--- src/rtl/shim_pkg.sv ---
/* Data port shim definitions */
package shim_pkg;

  localparam int unsigned AddrWidth      = 32;
  localparam int unsigned DataWidth      = 32;
  localparam int unsigned StrbWidth      = DataWidth / 8;
  localparam int unsigned MaxOutstanding = 8;
  localparam int unsigned MetaIdWidth    = $clog2(MaxOutstanding);

  // Atomic opcodes
  localparam int unsigned         AmoWidth = 4;
  localparam logic [AmoWidth-1:0] AmoNone  = 4'd0;
  localparam logic [AmoWidth-1:0] AmoSwap  = 4'd1;
  localparam logic [AmoWidth-1:0] AmoAdd   = 4'd2;

  // Banks take the low target indices, the SoC port the last one
  localparam int unsigned NrTcdm      = 2;
  localparam int unsigned NrTargets   = NrTcdm + 1;
  localparam int unsigned TgtSelWidth = $clog2(NrTargets);

  // TCDM region, interleaved word by word
  localparam logic [AddrWidth-1:0] TcdmBase     = 32'h0000_0000;
  localparam logic [AddrWidth-1:0] TcdmSize     = 32'h0000_1000;
  localparam int unsigned          BankWords    = 512;
  localparam int unsigned          BankIdxWidth = $clog2(BankWords);
  localparam int unsigned          BankSelBit   = 2;
  localparam int unsigned          BankIdxLsb   = 3;

endpackage

--- src/rtl/meta_id_fifo.sv ---
/* In-order ID FIFO */
`timescale 1ns/100ps

module meta_id_fifo (
  input  logic                             clk_i,
  input  logic                             arst_n_i,
  input  logic                             push_i,
  input  logic [shim_pkg::MetaIdWidth-1:0] data_i,
  input  logic                             pop_i,
  output logic [shim_pkg::MetaIdWidth-1:0] data_o,
  output logic                             full_o
);

  import shim_pkg::*;

  logic [MetaIdWidth-1:0] mem_q [MaxOutstanding];
  logic [MetaIdWidth-1:0] wr_ptr_q;
  logic [MetaIdWidth-1:0] rd_ptr_q;
  logic [MetaIdWidth:0]   count_q;

  // Depth is a power of two, pointers wrap by themselves
  always_ff @(posedge clk_i or negedge arst_n_i) begin
    if (!arst_n_i) begin
      wr_ptr_q <= '0;
      rd_ptr_q <= '0;
      count_q  <= '0;
    end else begin
      if (push_i) begin
        wr_ptr_q <= wr_ptr_q + 1'b1;
      end
      if (pop_i) begin
        rd_ptr_q <= rd_ptr_q + 1'b1;
      end
      if (push_i && !pop_i) begin
        count_q <= count_q + 1'b1;
      end else if (pop_i && !push_i) begin
        count_q <= count_q - 1'b1;
      end
    end
  end

  always_ff @(posedge clk_i) begin
    if (push_i) begin
      mem_q[wr_ptr_q] <= data_i;
    end
  end

  assign data_o = mem_q[rd_ptr_q];
  // Count reaches MaxOutstanding only when its top bit is set
  assign full_o = count_q[MetaIdWidth];

endmodule

--- src/rtl/addr_demux.sv ---
/* Address demux and response arbiter */
`timescale 1ns/100ps

module addr_demux (
  input  logic                                                     clk_i,
  input  logic                                                     arst_n_i,
  // Core side
  input  logic [shim_pkg::AddrWidth-1:0]                           req_addr_i,
  input  logic                                                     req_write_i,
  input  logic [shim_pkg::AmoWidth-1:0]                            req_amo_i,
  input  logic [shim_pkg::DataWidth-1:0]                           req_data_i,
  input  logic [shim_pkg::StrbWidth-1:0]                           req_strb_i,
  input  logic [shim_pkg::MetaIdWidth-1:0]                         req_id_i,
  input  logic                                                     req_valid_i,
  output logic                                                     req_ready_o,
  output logic                                                     resp_valid_o,
  input  logic                                                     resp_ready_i,
  output logic [shim_pkg::DataWidth-1:0]                           resp_data_o,
  output logic                                                     resp_write_o,
  output logic                                                     resp_error_o,
  output logic [shim_pkg::MetaIdWidth-1:0]                         resp_id_o,
  // Target side
  output logic [shim_pkg::NrTargets-1:0]                           tgt_req_valid_o,
  input  logic [shim_pkg::NrTargets-1:0]                           tgt_req_ready_i,
  output logic [shim_pkg::NrTargets-1:0][shim_pkg::AddrWidth-1:0]   tgt_req_addr_o,
  output logic [shim_pkg::NrTargets-1:0]                           tgt_req_write_o,
  output logic [shim_pkg::NrTargets-1:0][shim_pkg::AmoWidth-1:0]    tgt_req_amo_o,
  output logic [shim_pkg::NrTargets-1:0][shim_pkg::DataWidth-1:0]   tgt_req_data_o,
  output logic [shim_pkg::NrTargets-1:0][shim_pkg::StrbWidth-1:0]   tgt_req_strb_o,
  output logic [shim_pkg::NrTargets-1:0][shim_pkg::MetaIdWidth-1:0] tgt_req_id_o,
  input  logic [shim_pkg::NrTargets-1:0]                           tgt_resp_valid_i,
  output logic [shim_pkg::NrTargets-1:0]                           tgt_resp_ready_o,
  input  logic [shim_pkg::NrTargets-1:0][shim_pkg::DataWidth-1:0]   tgt_resp_data_i,
  input  logic [shim_pkg::NrTargets-1:0]                           tgt_resp_write_i,
  input  logic [shim_pkg::NrTargets-1:0]                           tgt_resp_error_i,
  input  logic [shim_pkg::NrTargets-1:0][shim_pkg::MetaIdWidth-1:0] tgt_resp_id_i
);

  import shim_pkg::*;

  logic                   in_tcdm;
  logic [TgtSelWidth-1:0] req_sel;
  logic [TgtSelWidth-1:0] rr_ptr_q;
  logic [TgtSelWidth-1:0] grant;
  logic [TgtSelWidth-1:0] grant_next;

  // Bank picked by one address bit, everything else to SoC
  assign in_tcdm = (req_addr_i - TcdmBase) < TcdmSize;
  assign req_sel = in_tcdm ? TgtSelWidth'(req_addr_i[BankSelBit]) : TgtSelWidth'(NrTcdm);

  assign req_ready_o = tgt_req_ready_i[req_sel];

  for (genvar t = 0; t < NrTargets; t++) begin : gen_tgt
    assign tgt_req_valid_o[t] = req_valid_i && (req_sel == TgtSelWidth'(t));
    assign tgt_req_addr_o[t]  = req_addr_i;
    assign tgt_req_write_o[t] = req_write_i;
    assign tgt_req_amo_o[t]   = req_amo_i;
    assign tgt_req_data_o[t]  = req_data_i;
    assign tgt_req_strb_o[t]  = req_strb_i;
    assign tgt_req_id_o[t]    = req_id_i;
    assign tgt_resp_ready_o[t] = resp_ready_i && tgt_resp_valid_i[t]
                                 && (grant == TgtSelWidth'(t));
  end

  // First valid response at or after the pointer
  always_comb begin
    int unsigned idx;
    logic        found;
    grant = rr_ptr_q;
    found = 1'b0;
    for (int unsigned k = 0; k < NrTargets; k++) begin
      idx = (rr_ptr_q + k) % NrTargets;
      if (!found && tgt_resp_valid_i[idx]) begin
        grant = TgtSelWidth'(idx);
        found = 1'b1;
      end
    end
  end

  assign grant_next = (grant == TgtSelWidth'(NrTargets - 1)) ? '0 : grant + 1'b1;

  always_ff @(posedge clk_i or negedge arst_n_i) begin
    if (!arst_n_i) begin
      rr_ptr_q <= '0;
    end else if (resp_valid_o) begin
      // A stalled grant is pinned so its payload stays put
      rr_ptr_q <= resp_ready_i ? grant_next : grant;
    end
  end

  assign resp_valid_o = |tgt_resp_valid_i;
  assign resp_data_o  = tgt_resp_data_i[grant];
  assign resp_write_o = tgt_resp_write_i[grant];
  assign resp_error_o = tgt_resp_error_i[grant];
  assign resp_id_o    = tgt_resp_id_i[grant];

endmodule

--- src/rtl/tcdm_shim.sv ---
/* Core to TCDM and SoC shim */
`timescale 1ns/100ps

module tcdm_shim (
  input  logic                                                  clk_i,
  input  logic                                                  arst_n_i,
  // Core port
  input  logic [shim_pkg::AddrWidth-1:0]                        data_qaddr_i,
  input  logic                                                  data_qwrite_i,
  input  logic [shim_pkg::AmoWidth-1:0]                         data_qamo_i,
  input  logic [shim_pkg::DataWidth-1:0]                        data_qdata_i,
  input  logic [shim_pkg::StrbWidth-1:0]                        data_qstrb_i,
  input  logic [shim_pkg::MetaIdWidth-1:0]                      data_qid_i,
  input  logic                                                  data_qvalid_i,
  output logic                                                  data_qready_o,
  output logic [shim_pkg::DataWidth-1:0]                        data_pdata_o,
  output logic                                                  data_pwrite_o,
  output logic                                                  data_perror_o,
  output logic [shim_pkg::MetaIdWidth-1:0]                      data_pid_o,
  output logic                                                  data_pvalid_o,
  input  logic                                                  data_pready_i,
  // SoC port
  output logic [shim_pkg::AddrWidth-1:0]                        soc_qaddr_o,
  output logic                                                  soc_qwrite_o,
  output logic [shim_pkg::AmoWidth-1:0]                         soc_qamo_o,
  output logic [shim_pkg::DataWidth-1:0]                        soc_qdata_o,
  output logic [shim_pkg::StrbWidth-1:0]                        soc_qstrb_o,
  output logic                                                  soc_qvalid_o,
  input  logic                                                  soc_qready_i,
  input  logic [shim_pkg::DataWidth-1:0]                        soc_pdata_i,
  input  logic                                                  soc_pwrite_i,
  input  logic                                                  soc_perror_i,
  input  logic                                                  soc_pvalid_i,
  output logic                                                  soc_pready_o,
  // TCDM ports
  output logic [shim_pkg::NrTcdm-1:0]                           tcdm_req_valid_o,
  input  logic [shim_pkg::NrTcdm-1:0]                           tcdm_req_ready_i,
  output logic [shim_pkg::NrTcdm-1:0][shim_pkg::AddrWidth-1:0]   tcdm_req_addr_o,
  output logic [shim_pkg::NrTcdm-1:0]                           tcdm_req_wen_o,
  output logic [shim_pkg::NrTcdm-1:0][shim_pkg::DataWidth-1:0]   tcdm_req_wdata_o,
  output logic [shim_pkg::NrTcdm-1:0][shim_pkg::AmoWidth-1:0]    tcdm_req_amo_o,
  output logic [shim_pkg::NrTcdm-1:0][shim_pkg::MetaIdWidth-1:0] tcdm_req_id_o,
  output logic [shim_pkg::NrTcdm-1:0][shim_pkg::StrbWidth-1:0]   tcdm_req_be_o,
  input  logic [shim_pkg::NrTcdm-1:0]                           tcdm_resp_valid_i,
  output logic [shim_pkg::NrTcdm-1:0]                           tcdm_resp_ready_o,
  input  logic [shim_pkg::NrTcdm-1:0][shim_pkg::DataWidth-1:0]   tcdm_resp_rdata_i,
  input  logic [shim_pkg::NrTcdm-1:0][shim_pkg::MetaIdWidth-1:0] tcdm_resp_id_i,
  input  logic [shim_pkg::NrTcdm-1:0]                           tcdm_resp_wen_i
);

  import shim_pkg::*;

  logic                   soc_req_valid;
  logic                   soc_req_ready;
  logic [MetaIdWidth-1:0] soc_req_id;
  logic [MetaIdWidth-1:0] soc_resp_id;
  logic [MetaIdWidth-1:0] read_id;
  logic [MetaIdWidth-1:0] write_id;
  logic                   read_ids_full;
  logic                   write_ids_full;
  logic                   id_full;

  // Hold SoC requests back while their ID FIFO is full
  assign id_full       = soc_qwrite_o ? write_ids_full : read_ids_full;
  assign soc_qvalid_o  = soc_req_valid && !id_full;
  assign soc_req_ready = soc_qready_i && !id_full;

  // SoC answers reads in order and writes in order
  assign soc_resp_id = soc_pwrite_i ? write_id : read_id;

  meta_id_fifo u_soc_read_ids (
    .clk_i    (clk_i),
    .arst_n_i (arst_n_i),
    .push_i   (soc_qvalid_o && soc_qready_i && !soc_qwrite_o),
    .data_i   (soc_req_id),
    .pop_i    (soc_pvalid_i && soc_pready_o && !soc_pwrite_i),
    .data_o   (read_id),
    .full_o   (read_ids_full)
  );

  meta_id_fifo u_soc_write_ids (
    .clk_i    (clk_i),
    .arst_n_i (arst_n_i),
    .push_i   (soc_qvalid_o && soc_qready_i && soc_qwrite_o),
    .data_i   (soc_req_id),
    .pop_i    (soc_pvalid_i && soc_pready_o && soc_pwrite_i),
    .data_o   (write_id),
    .full_o   (write_ids_full)
  );

  // SoC sits on the top target index
  addr_demux u_addr_demux (
    .clk_i            (clk_i),
    .arst_n_i         (arst_n_i),
    .req_addr_i       (data_qaddr_i),
    .req_write_i      (data_qwrite_i),
    .req_amo_i        (data_qamo_i),
    .req_data_i       (data_qdata_i),
    .req_strb_i       (data_qstrb_i),
    .req_id_i         (data_qid_i),
    .req_valid_i      (data_qvalid_i),
    .req_ready_o      (data_qready_o),
    .resp_valid_o     (data_pvalid_o),
    .resp_ready_i     (data_pready_i),
    .resp_data_o      (data_pdata_o),
    .resp_write_o     (data_pwrite_o),
    .resp_error_o     (data_perror_o),
    .resp_id_o        (data_pid_o),
    .tgt_req_valid_o  ({soc_req_valid, tcdm_req_valid_o}),
    .tgt_req_ready_i  ({soc_req_ready, tcdm_req_ready_i}),
    .tgt_req_addr_o   ({soc_qaddr_o, tcdm_req_addr_o}),
    .tgt_req_write_o  ({soc_qwrite_o, tcdm_req_wen_o}),
    .tgt_req_amo_o    ({soc_qamo_o, tcdm_req_amo_o}),
    .tgt_req_data_o   ({soc_qdata_o, tcdm_req_wdata_o}),
    .tgt_req_strb_o   ({soc_qstrb_o, tcdm_req_be_o}),
    .tgt_req_id_o     ({soc_req_id, tcdm_req_id_o}),
    .tgt_resp_valid_i ({soc_pvalid_i, tcdm_resp_valid_i}),
    .tgt_resp_ready_o ({soc_pready_o, tcdm_resp_ready_o}),
    .tgt_resp_data_i  ({soc_pdata_i, tcdm_resp_rdata_i}),
    .tgt_resp_write_i ({soc_pwrite_i, tcdm_resp_wen_i}),
    .tgt_resp_error_i ({soc_perror_i, {NrTcdm{1'b0}}}),
    .tgt_resp_id_i    ({soc_resp_id, tcdm_resp_id_i})
  );

endmodule

--- config.mk ---
export PLATFORM = sky130hd
export DESIGN_NAME = tcdm_shim
export DESIGN_NICKNAME = d
export VERILOG_FILES = /design/src/rtl/shim_pkg.sv /design/src/rtl/meta_id_fifo.sv /design/src/rtl/addr_demux.sv /design/src/rtl/tcdm_shim.sv
export SDC_FILE = /design/constraint.sdc
export NUM_CORES = 1
export LEC_CHECK = 0
export ABC_AREA = 1
export BUFFER_PORTS_ARGS = -buffer_cell sky130_fd_sc_hd__buf_4
export CAP_MARGIN = 10
export CORE_AREA = 2 2 182 184
export CTS_BUF_LIST = sky130_fd_sc_hd__clkbuf_2
export DETAILED_ROUTE_END_ITERATION = 8
export DIE_AREA = 0 0 184 186
export PLACE_DENSITY = 0.45
export SYNTH_ARGS = -nofsm -noshare
export SYNTH_HDL_FRONTEND = slang
export SYNTH_SLANG_ARGS = --single-unit
--- constraint.sdc ---
create_clock -name clk_i -period 2.75 [get_ports clk_i]
set_clock_uncertainty 0.05 [all_clocks]
set_input_delay 0.1375 -clock clk_i [delete_from_list [all_inputs] [get_ports clk_i]]
set_output_delay 0.1375 -clock clk_i [all_outputs]
set_load 0.02 [all_outputs]
== Yosys cells after proc, flatten, opt, wreduce, memory -nomap -nowiden ==
Memory sizes are Yosys's and may differ from the RTL's.
Index checks and enable logic that the tools add are counted.

* Register bits after elaboration: 22
* Bits in writable memories: 48
* Input bits: 192
* Memories: 2

{| class="wikitable"
|+ Memory list
! name !! words !! width !! rd ports !! clocked after memory_dff !! write ports !! line !! text
|-
| u_soc_read_ids.mem_q || 8 || 3 || 1 || 0 || 1 || meta_id_fifo.sv:16 || <nowiki>logic [MetaIdWidth-1:0] mem_q [MaxOutstanding];</nowiki>
|-
| u_soc_write_ids.mem_q || 8 || 3 || 1 || 0 || 1 || meta_id_fifo.sv:16 ||
|}

* Add/subtract/negate cells: 11
* Divide/modulo/power cells: 3
* $lt $le $gt $ge: 6
* Eq/ne operators: 4
* Mux-type cells: 34
* Reductions and logical operators: 37

{| class="wikitable"
|+ Operator list
! operator !! count
|-
| < comparator 32 x 3 -> 1 bit, second input constant || 3
|-
| binary-select mux 32 bit (select 2 bit) || 1
|-
| modulo 32 x 2 -> 32 bit, second input constant || 2
|-
| < comparator 32 x 13 -> 1 bit, second input constant || 1
|-
| modulo 2 x 2 -> 32 bit, second input constant || 1
|-
| 2-to-1 mux 32 bit || 1
|-
| logical AND 1 bit || 23
|-
| 2-to-1 mux 4 bit || 4
|-
| 2-to-1 mux 1 bit || 13
|-
| adder 3 x 1 -> 3 bit, second input constant || 4
|-
| binary-select mux 1 bit (select 2 bit) || 6
|-
| 2-to-1 mux 2 bit || 6
|-
| logical NOT 1 bit || 9
|-
| adder 4 x 1 -> 4 bit, second input constant || 2
|-
| subtractor 4 x 1 -> 4 bit, second input constant || 2
|-
| binary-select mux 3 bit (select 2 bit) || 1
|-
| < comparator 2 x 3 -> 1 bit, second input constant || 2
|-
| 2-to-1 mux 3 bit || 2
|-
| equality test 2 x 1 -> 1 bit, second input constant || 2
|-
| equality test 2 bit, second input constant || 2
|-
| logical NOT 2 bit || 2
|-
| nonzero test 2 bit || 2
|-
| adder 2 x 1 -> 3 bit, second input constant || 1
|-
| adder 2 x 2 -> 3 bit, second input constant || 1
|-
| other kinds (2) || 2
|}

== Depth between registers and ports, before layout ==
* Word-level depth: 17
* Gate-level depth with buffers: 22

== Cells and area by module ==
A second synthesis with hierarchy kept.

* Cells, all modules: 823
* Area total of the unflattened synthesis: 6231.0 um^2

{| class="wikitable"
|+ By module, submodules not included
! module !! times used !! cells an instance !! area each (um^2) !! sequential area each (um^2)
|-
| meta_id_fifo || 2 || 154 || 1554.0 || 970.9
|-
| addr_demux || 1 || 489 || 3006.6 || 50.0
|-
| tcdm_shim || 1 || 26 || 116.4 || 0.0
|}

== Least setup slack after synthesis ==
No wires, ideal clock.

* Path type: reg2reg
* From: register u_addr_demux.rr_ptr_q[0]
* To: register u_soc_write_ids.count_q[3]
* Setup time: 0.125 ns
* Data arrival time: 2.852 ns
* Path slack: -0.277 ns
* Cell stages (with the launch flop): 23
* Path buffers: 0
* Period minus slack after synthesis: 3.027 ns
* Cells stage by stage: dfrtp_1 > inv_1 > ha_1 > inv_2 > nand2_1 > nand3_1 > nand2_1 > nand2_1 > nand2_1 > nand2_2 > nand2_4 > nand2_8 > inv_4 > nand4_1 > ha_1 > inv_1 > ha_1 > a21o_1 > a21oi_1 > nand2_1 > nand2_1 > nor2_1 > xor2_1

* Cells in the longest elaborated chain, start to end: 17

{| class="wikitable"
|+ Ends and longest elaborated chain
! element !! line !! text
|-
| start: declaration || addr_demux.sv:43 || <nowiki>logic [TgtSelWidth-1:0] rr_ptr_q;</nowiki>
|-
| start signal: assignment || addr_demux.sv:87 || <nowiki>rr_ptr_q <= resp_ready_i ? grant_next : grant;</nowiki>
|-
| branches (longest 9 deep; another with modulo 32 x 2 -> 32 bit) || -- ||
|-
| 2-to-1 mux 2 bit (*) || addr_demux.sv:73 || <nowiki>if (!found && tgt_resp_valid_i[idx]) begin</nowiki>
|-
| equality test 2 bit (*) || addr_demux.sv:62 || <nowiki>&& (grant == TgtSelWidth'(t));</nowiki>
|-
| logical AND 1 bit (*) || addr_demux.sv:62 ||
|-
| logical AND 1 bit (*) (2 in a row) || tcdm_shim.sv:86 || <nowiki>.pop_i (soc_pvalid_i && soc_pready_o && soc_pwrite_i),</nowiki>
|-
| logical NOT 1 bit || meta_id_fifo.sv:34 || <nowiki>if (push_i && !pop_i) begin</nowiki>
|-
| logical AND 1 bit || meta_id_fifo.sv:34 ||
|-
| 2-to-1 mux 4 bit or nonzero test 2 bit (tied branches) || -- ||
|-
| end signal: assignment || meta_id_fifo.sv:35 || <nowiki>count_q <= count_q + 1'b1;</nowiki>
|-
| end signal: assignment || meta_id_fifo.sv:37 || <nowiki>count_q <= count_q - 1'b1;</nowiki>
|-
| end: declaration || meta_id_fifo.sv:19 || <nowiki>logic [MetaIdWidth:0] count_q;</nowiki>
|}

Mark *: on every way between the ends. The select of a mux whose other input is x is not followed.
A chain may end at the register's enable or synchronous reset.

== Final worst setup path ==
* From: register u_addr_demux.rr_ptr_q[1]
* To: output port data_pdata_o[4] (netlist bit)

* Cells in the longest elaborated chain, start to end: 12

{| class="wikitable"
|+ Ends and longest elaborated chain
! element !! line !! text
|-
| branches (longest 9 deep; another with modulo 32 x 2 -> 32 bit) || -- ||
|-
| 2-to-1 mux 2 bit (*) || addr_demux.sv:73 ||
|-
| binary-select mux 32 bit (select 2 bit) (*) || addr_demux.sv:92 || <nowiki>assign resp_data_o = tgt_resp_data_i[grant];</nowiki>
|-
| 2-to-1 mux 32 bit (not written as such) (*) || addr_demux.sv:92 ||
|-
| end: declaration || tcdm_shim.sv:16 || <nowiki>output logic [shim_pkg::DataWidth-1:0] data_pdata_o,</nowiki>
|}

Marks and branches as above.

==> results.md <==
* Syn_nets at 990
* Residual DRC at 0
* Reg power frac at 10.6%
* Routed metal-1 wire length at 9.31 mm
* Internal at 7.40 mW
* Worst-path clk slew at 230 ps
* Buf/Inv on CP at 7
* Die width at 184 um
* Vias in the first global route at 5493
* Critical Path AT at 2920 ps
* Largest family of logic cells by synthesized area: buffers and inverters
* Hold Crit Depth at 8
* Logic pwr share at 84.6%
* Adder-cell share of the synthesized area at 3.02%
* Fmax at 0.321 GHz
* Setup_tns at -12740 ps
* Area of the multi-input gates at 2980 um^2
* Capturing point of the worst reg2reg path: u_soc_read_ids.count_q[3]
* Setup crit end kind: output port
* Final critical-path share of the clock period at 113%
* Failing checks: setup timing
* Startpoint Class: flip-flop
* Largest net degree at the start of global routing at 19
* Post-synth design cell area at 6310 um^2
* CTS buffer count at 9
* Pwr Total at 14.5 mW
* Initial Util at 19.6%
* Ys Warns at 0
* Initial DRC Count at 190
* CTS max path bufs at 2
* Net Sw Power at 7.09 mW
* Worst-Margin Slew at 932 ps
* Min Tclk post-route at 3110 ps
* Met2 wire length at 12.5 mm
* Crit path max fanout at 7
* Switching share of power at 48.9%
* Port Buffer Count at 257
* P per Cell Area at 1660 nW/um^2
* Max Used Layer: met5
* Final net count at 1088
* Max-slew violation count at 0
* Top cell by count, worst path: buf_6
* Status: finished, violations left
* Routability congestion estimate at 0.807
* Hold WS at 123 ps
* Syn-to-layout area delta at 38.3%
* Post-route ant nets at 0
* Reg2reg start: u_addr_demux.rr_ptr_q[1]
* First-pass GRT wire length at 34.9 mm
* Skew-Pair Late Insertion Delay at 560 ps
* FF+latch count, synth at 70
* Cell count after synthesis at 784
* CTS tree: yes
* FP Rows at 66
* Proportion of synthesized area in mux cells at 0%
* Antenna violations before repair at 3
* Vias at 5308
* Cells along the critical path: ha_4 -> inv_4 -> nand2_2 -> nand3_2 -> nand2_4 -> a21oi_4 -> buf_6 -> nand3_2 -> nand2_2 -> buf_6 -> buf_6 -> nor2_8 -> buf_12 -> buf_16 -> nand2_1 -> nand3_2 -> buf_6
* WL/cell at 19.4 um
* Hold Crit Start: data_qvalid_i
* Number of fill cells at 3474
* Core ar. at 32200 um^2
* Crit path max-delay cell type: dfrtp_2
* Synth cell types at 36
* WHS Endpoint: u_soc_write_ids.wr_ptr_q[0]
* Endpoints failing setup at 45
* Gr usage total at 14.2%
* H-tree levels at 3
* Pleak at 4.20 nW
* Register area share after synthesis at 31.6%
* Hpwl dp at 20.2 mm
* DR pass1 iterations at 4
* Async SR Flop Fraction at 31.4%
* Drt total wl at 25.1 mm
* Root Buffer: clkbuf_2
* Peak VDD IR at 0.000675 V
* Vias per cell at 4.10
* I/O pin cnt at 462
* Max transition margin at 37.6%
* Post-layout util at 27.1%
* Kind of cell adding the most delay to the critical path: buffers and inverters
* HP Class: in2reg
* Gr ovfl total at 0
* Cells on worst reg2reg path at 21
* Post-synth EDFFs at 48
* Post-Synth Simple-Gate Area at 30.4%
* Post-synth top flop: edfxtp_1
* Max-Cap Viols at 0
* Seq. cell area at 1990 um^2
* Final hold vios at 0
* Crit path kind: reg2out
* Syn avg cell area at 8.05 um^2
* Compound-Gate Fraction of Synth Area at 3.17%
* RSZ-0062 raised after global routing: yes
* Largest stage delay, worst path at 500 ps
* CP Data Required Time at 2560 ps
* Clk sinks at 70
* Routed wl met3 at 2.68 mm
* Die H at 186 um
* Final worst slack at -362 ps
* Internal reg-to-reg setup slack at -270 ps
* Clk pwr share at 4.8%
* Layout cells sized above 1 at 55.6%
* Synthesized-area fraction occupied by xor and xnor cells at 1.11%
* Die ar. at 34200 um^2
[placed cells by master, fill, tap and decap left out, types with 3 or more instances in the layout]
cell	n
nand2_1	150
buf_16	4
o22ai_1	4
nand2_4	44
buf_4	244
clkbuf_2	10
nand3_2	30
xor2_1	4
dfrtp_1	20
inv_1	28
inv_2	4
o21ai_0	13
inv_4	3
buf_12	10
nand4_1	12
nor2_1	41
nor3_1	5
a21oi_1	6
buf_8	3
o21ai_1	3
ha_1	5
nand3_4	15
edfxtp_1	48
ha_4	6
nand2_2	39
nand3_1	34
dlygate4sd3_1	13
buf_6	53
[metal layers]
| layer | vias to the layer above | global-route usage, % |
|---|---|---|
| li1 | 2514 | - |
| met1 | 2393 | 15.3 |
| met2 | 366 | 25.3 |
| met3 | 29 | 5.63 |
| met4 | 6 | 4.26 |
| met5 | - | 1.48 |
[per-stage QoR]
step                      cells  area (um^2)  worst slack [ps]
after floorplan             784         6340             -94.1
after global placement     1240         7260              -183
after detailed placement   1240         7260              -213
after CTS                  1289         8430              -364
after global routing       1296         8720              -498
final                      1296         8720              -362
[synthesized netlist by cell type (7+ instances only)]
library cell	n	share of area, %
nor2_1	43	2.6
buf_4	225	27
nand2_1	206	12
dfrtp_1	22	8.7
nand3_2	21	3.3
nand4_1	12	1.2
a21oi_1	8	0.63
nand2_4	22	3.9
edfxtp_1	48	23
ha_1	12	2.4
buf_2	7	0.56
o21ai_0	16	1.3
nand3_1	57	4.5
inv_1	33	2.0
[cells by family (layout without fill, tap and decap cells)]
logic type | Yosys count | count (layout)
fa+ha+maj | 14 | 14
xor+xnor | 8 | 8
other cells | 0 | 1
flops | 70 | 70
buf+inv | 278 | 381
compound gates | 35 | 35
simple gates | 379 | 379
[worst reg2reg max path, stage by stage, from the launching register on]
cell and delay, ps:
dfrtp_2 500, ha_4 290, inv_4 80, nand2_2 70, nand3_2 90, nand2_4 80, a21oi_4 150, buf_6 120
nand3_2 50, nand2_2 80, buf_6 100, buf_6 80, nand4_1 90, ha_2 220, inv_4 80, ha_4 200
a21o_1 160, a21oi_2 130, nand2_1 60, nand2_1 60, nor2_1 40, xor2_1 130
[state kept, by name (all words and copies together) (netlist names)]
name,cells
u_soc_write_ids.mem_q,24
u_soc_write_ids.rd_ptr_q,3
u_soc_read_ids.wr_ptr_q,3
u_soc_read_ids.rd_ptr_q,3
u_soc_write_ids.count_q,4
u_soc_read_ids.count_q,4
u_soc_read_ids.mem_q,24
u_addr_demux.rr_ptr_q,2
u_soc_write_ids.wr_ptr_q,3
[how the worst max path moves through the flow]
stage	from	end	slack (ps)	depth (start not counted)
after detailed placement	u_addr_demux.rr_ptr_q[1]	u_soc_read_ids.count_q[3]	-210	20
after global routing	u_addr_demux.rr_ptr_q[0]	data_pdata_o[4]	-500	18
after floorplan	u_addr_demux.rr_ptr_q[0]	u_soc_write_ids.count_q[3]	-90	22
after CTS	u_addr_demux.rr_ptr_q[0]	data_pdata_o[13]	-360	19
after global placement	u_addr_demux.rr_ptr_q[1]	u_soc_write_ids.count_q[3]	-180	23
final	u_addr_demux.rr_ptr_q[1]	data_pdata_o[4]	-360	17
[timing repair]
action,in CTS,in global routing
hold buffers,13,0
resized for setup,158,54
buffers inserted,16,6
cloned,5,1
setup endpoints to repair,46,47
hold endpoints to repair,78,0
pin swaps,39,40
[power groups by stage]
stage	Clock (mW)	Sequential (mW)	Combinational, mW
after global routing	0.750	1.57	13.1
final	0.698	1.54	12.3
after CTS	0.717	1.54	11.6
after detailed placement	0	1.54	8.45
after global placement	0	1.54	8.41
after floorplan	0	1.46	5.43
[area by class of cell]
| type | instances | share of cell area (%) |
|---|---|---|
| multi-input cells | 436 | 34.2 |
| repair buffers | 328 | 33.7 |
| flip-flops and latches | 70 | 22.9 |
| well taps | 408 | 5.85 |
| inverters | 37 | 1.82 |
| clock inverters | 6 | 1.00 |
| clock buffers | 10 | 0.574 |
| diodes | 1 | 0.0287 |
No activity file was read; power rests on OpenSTA's default activity.
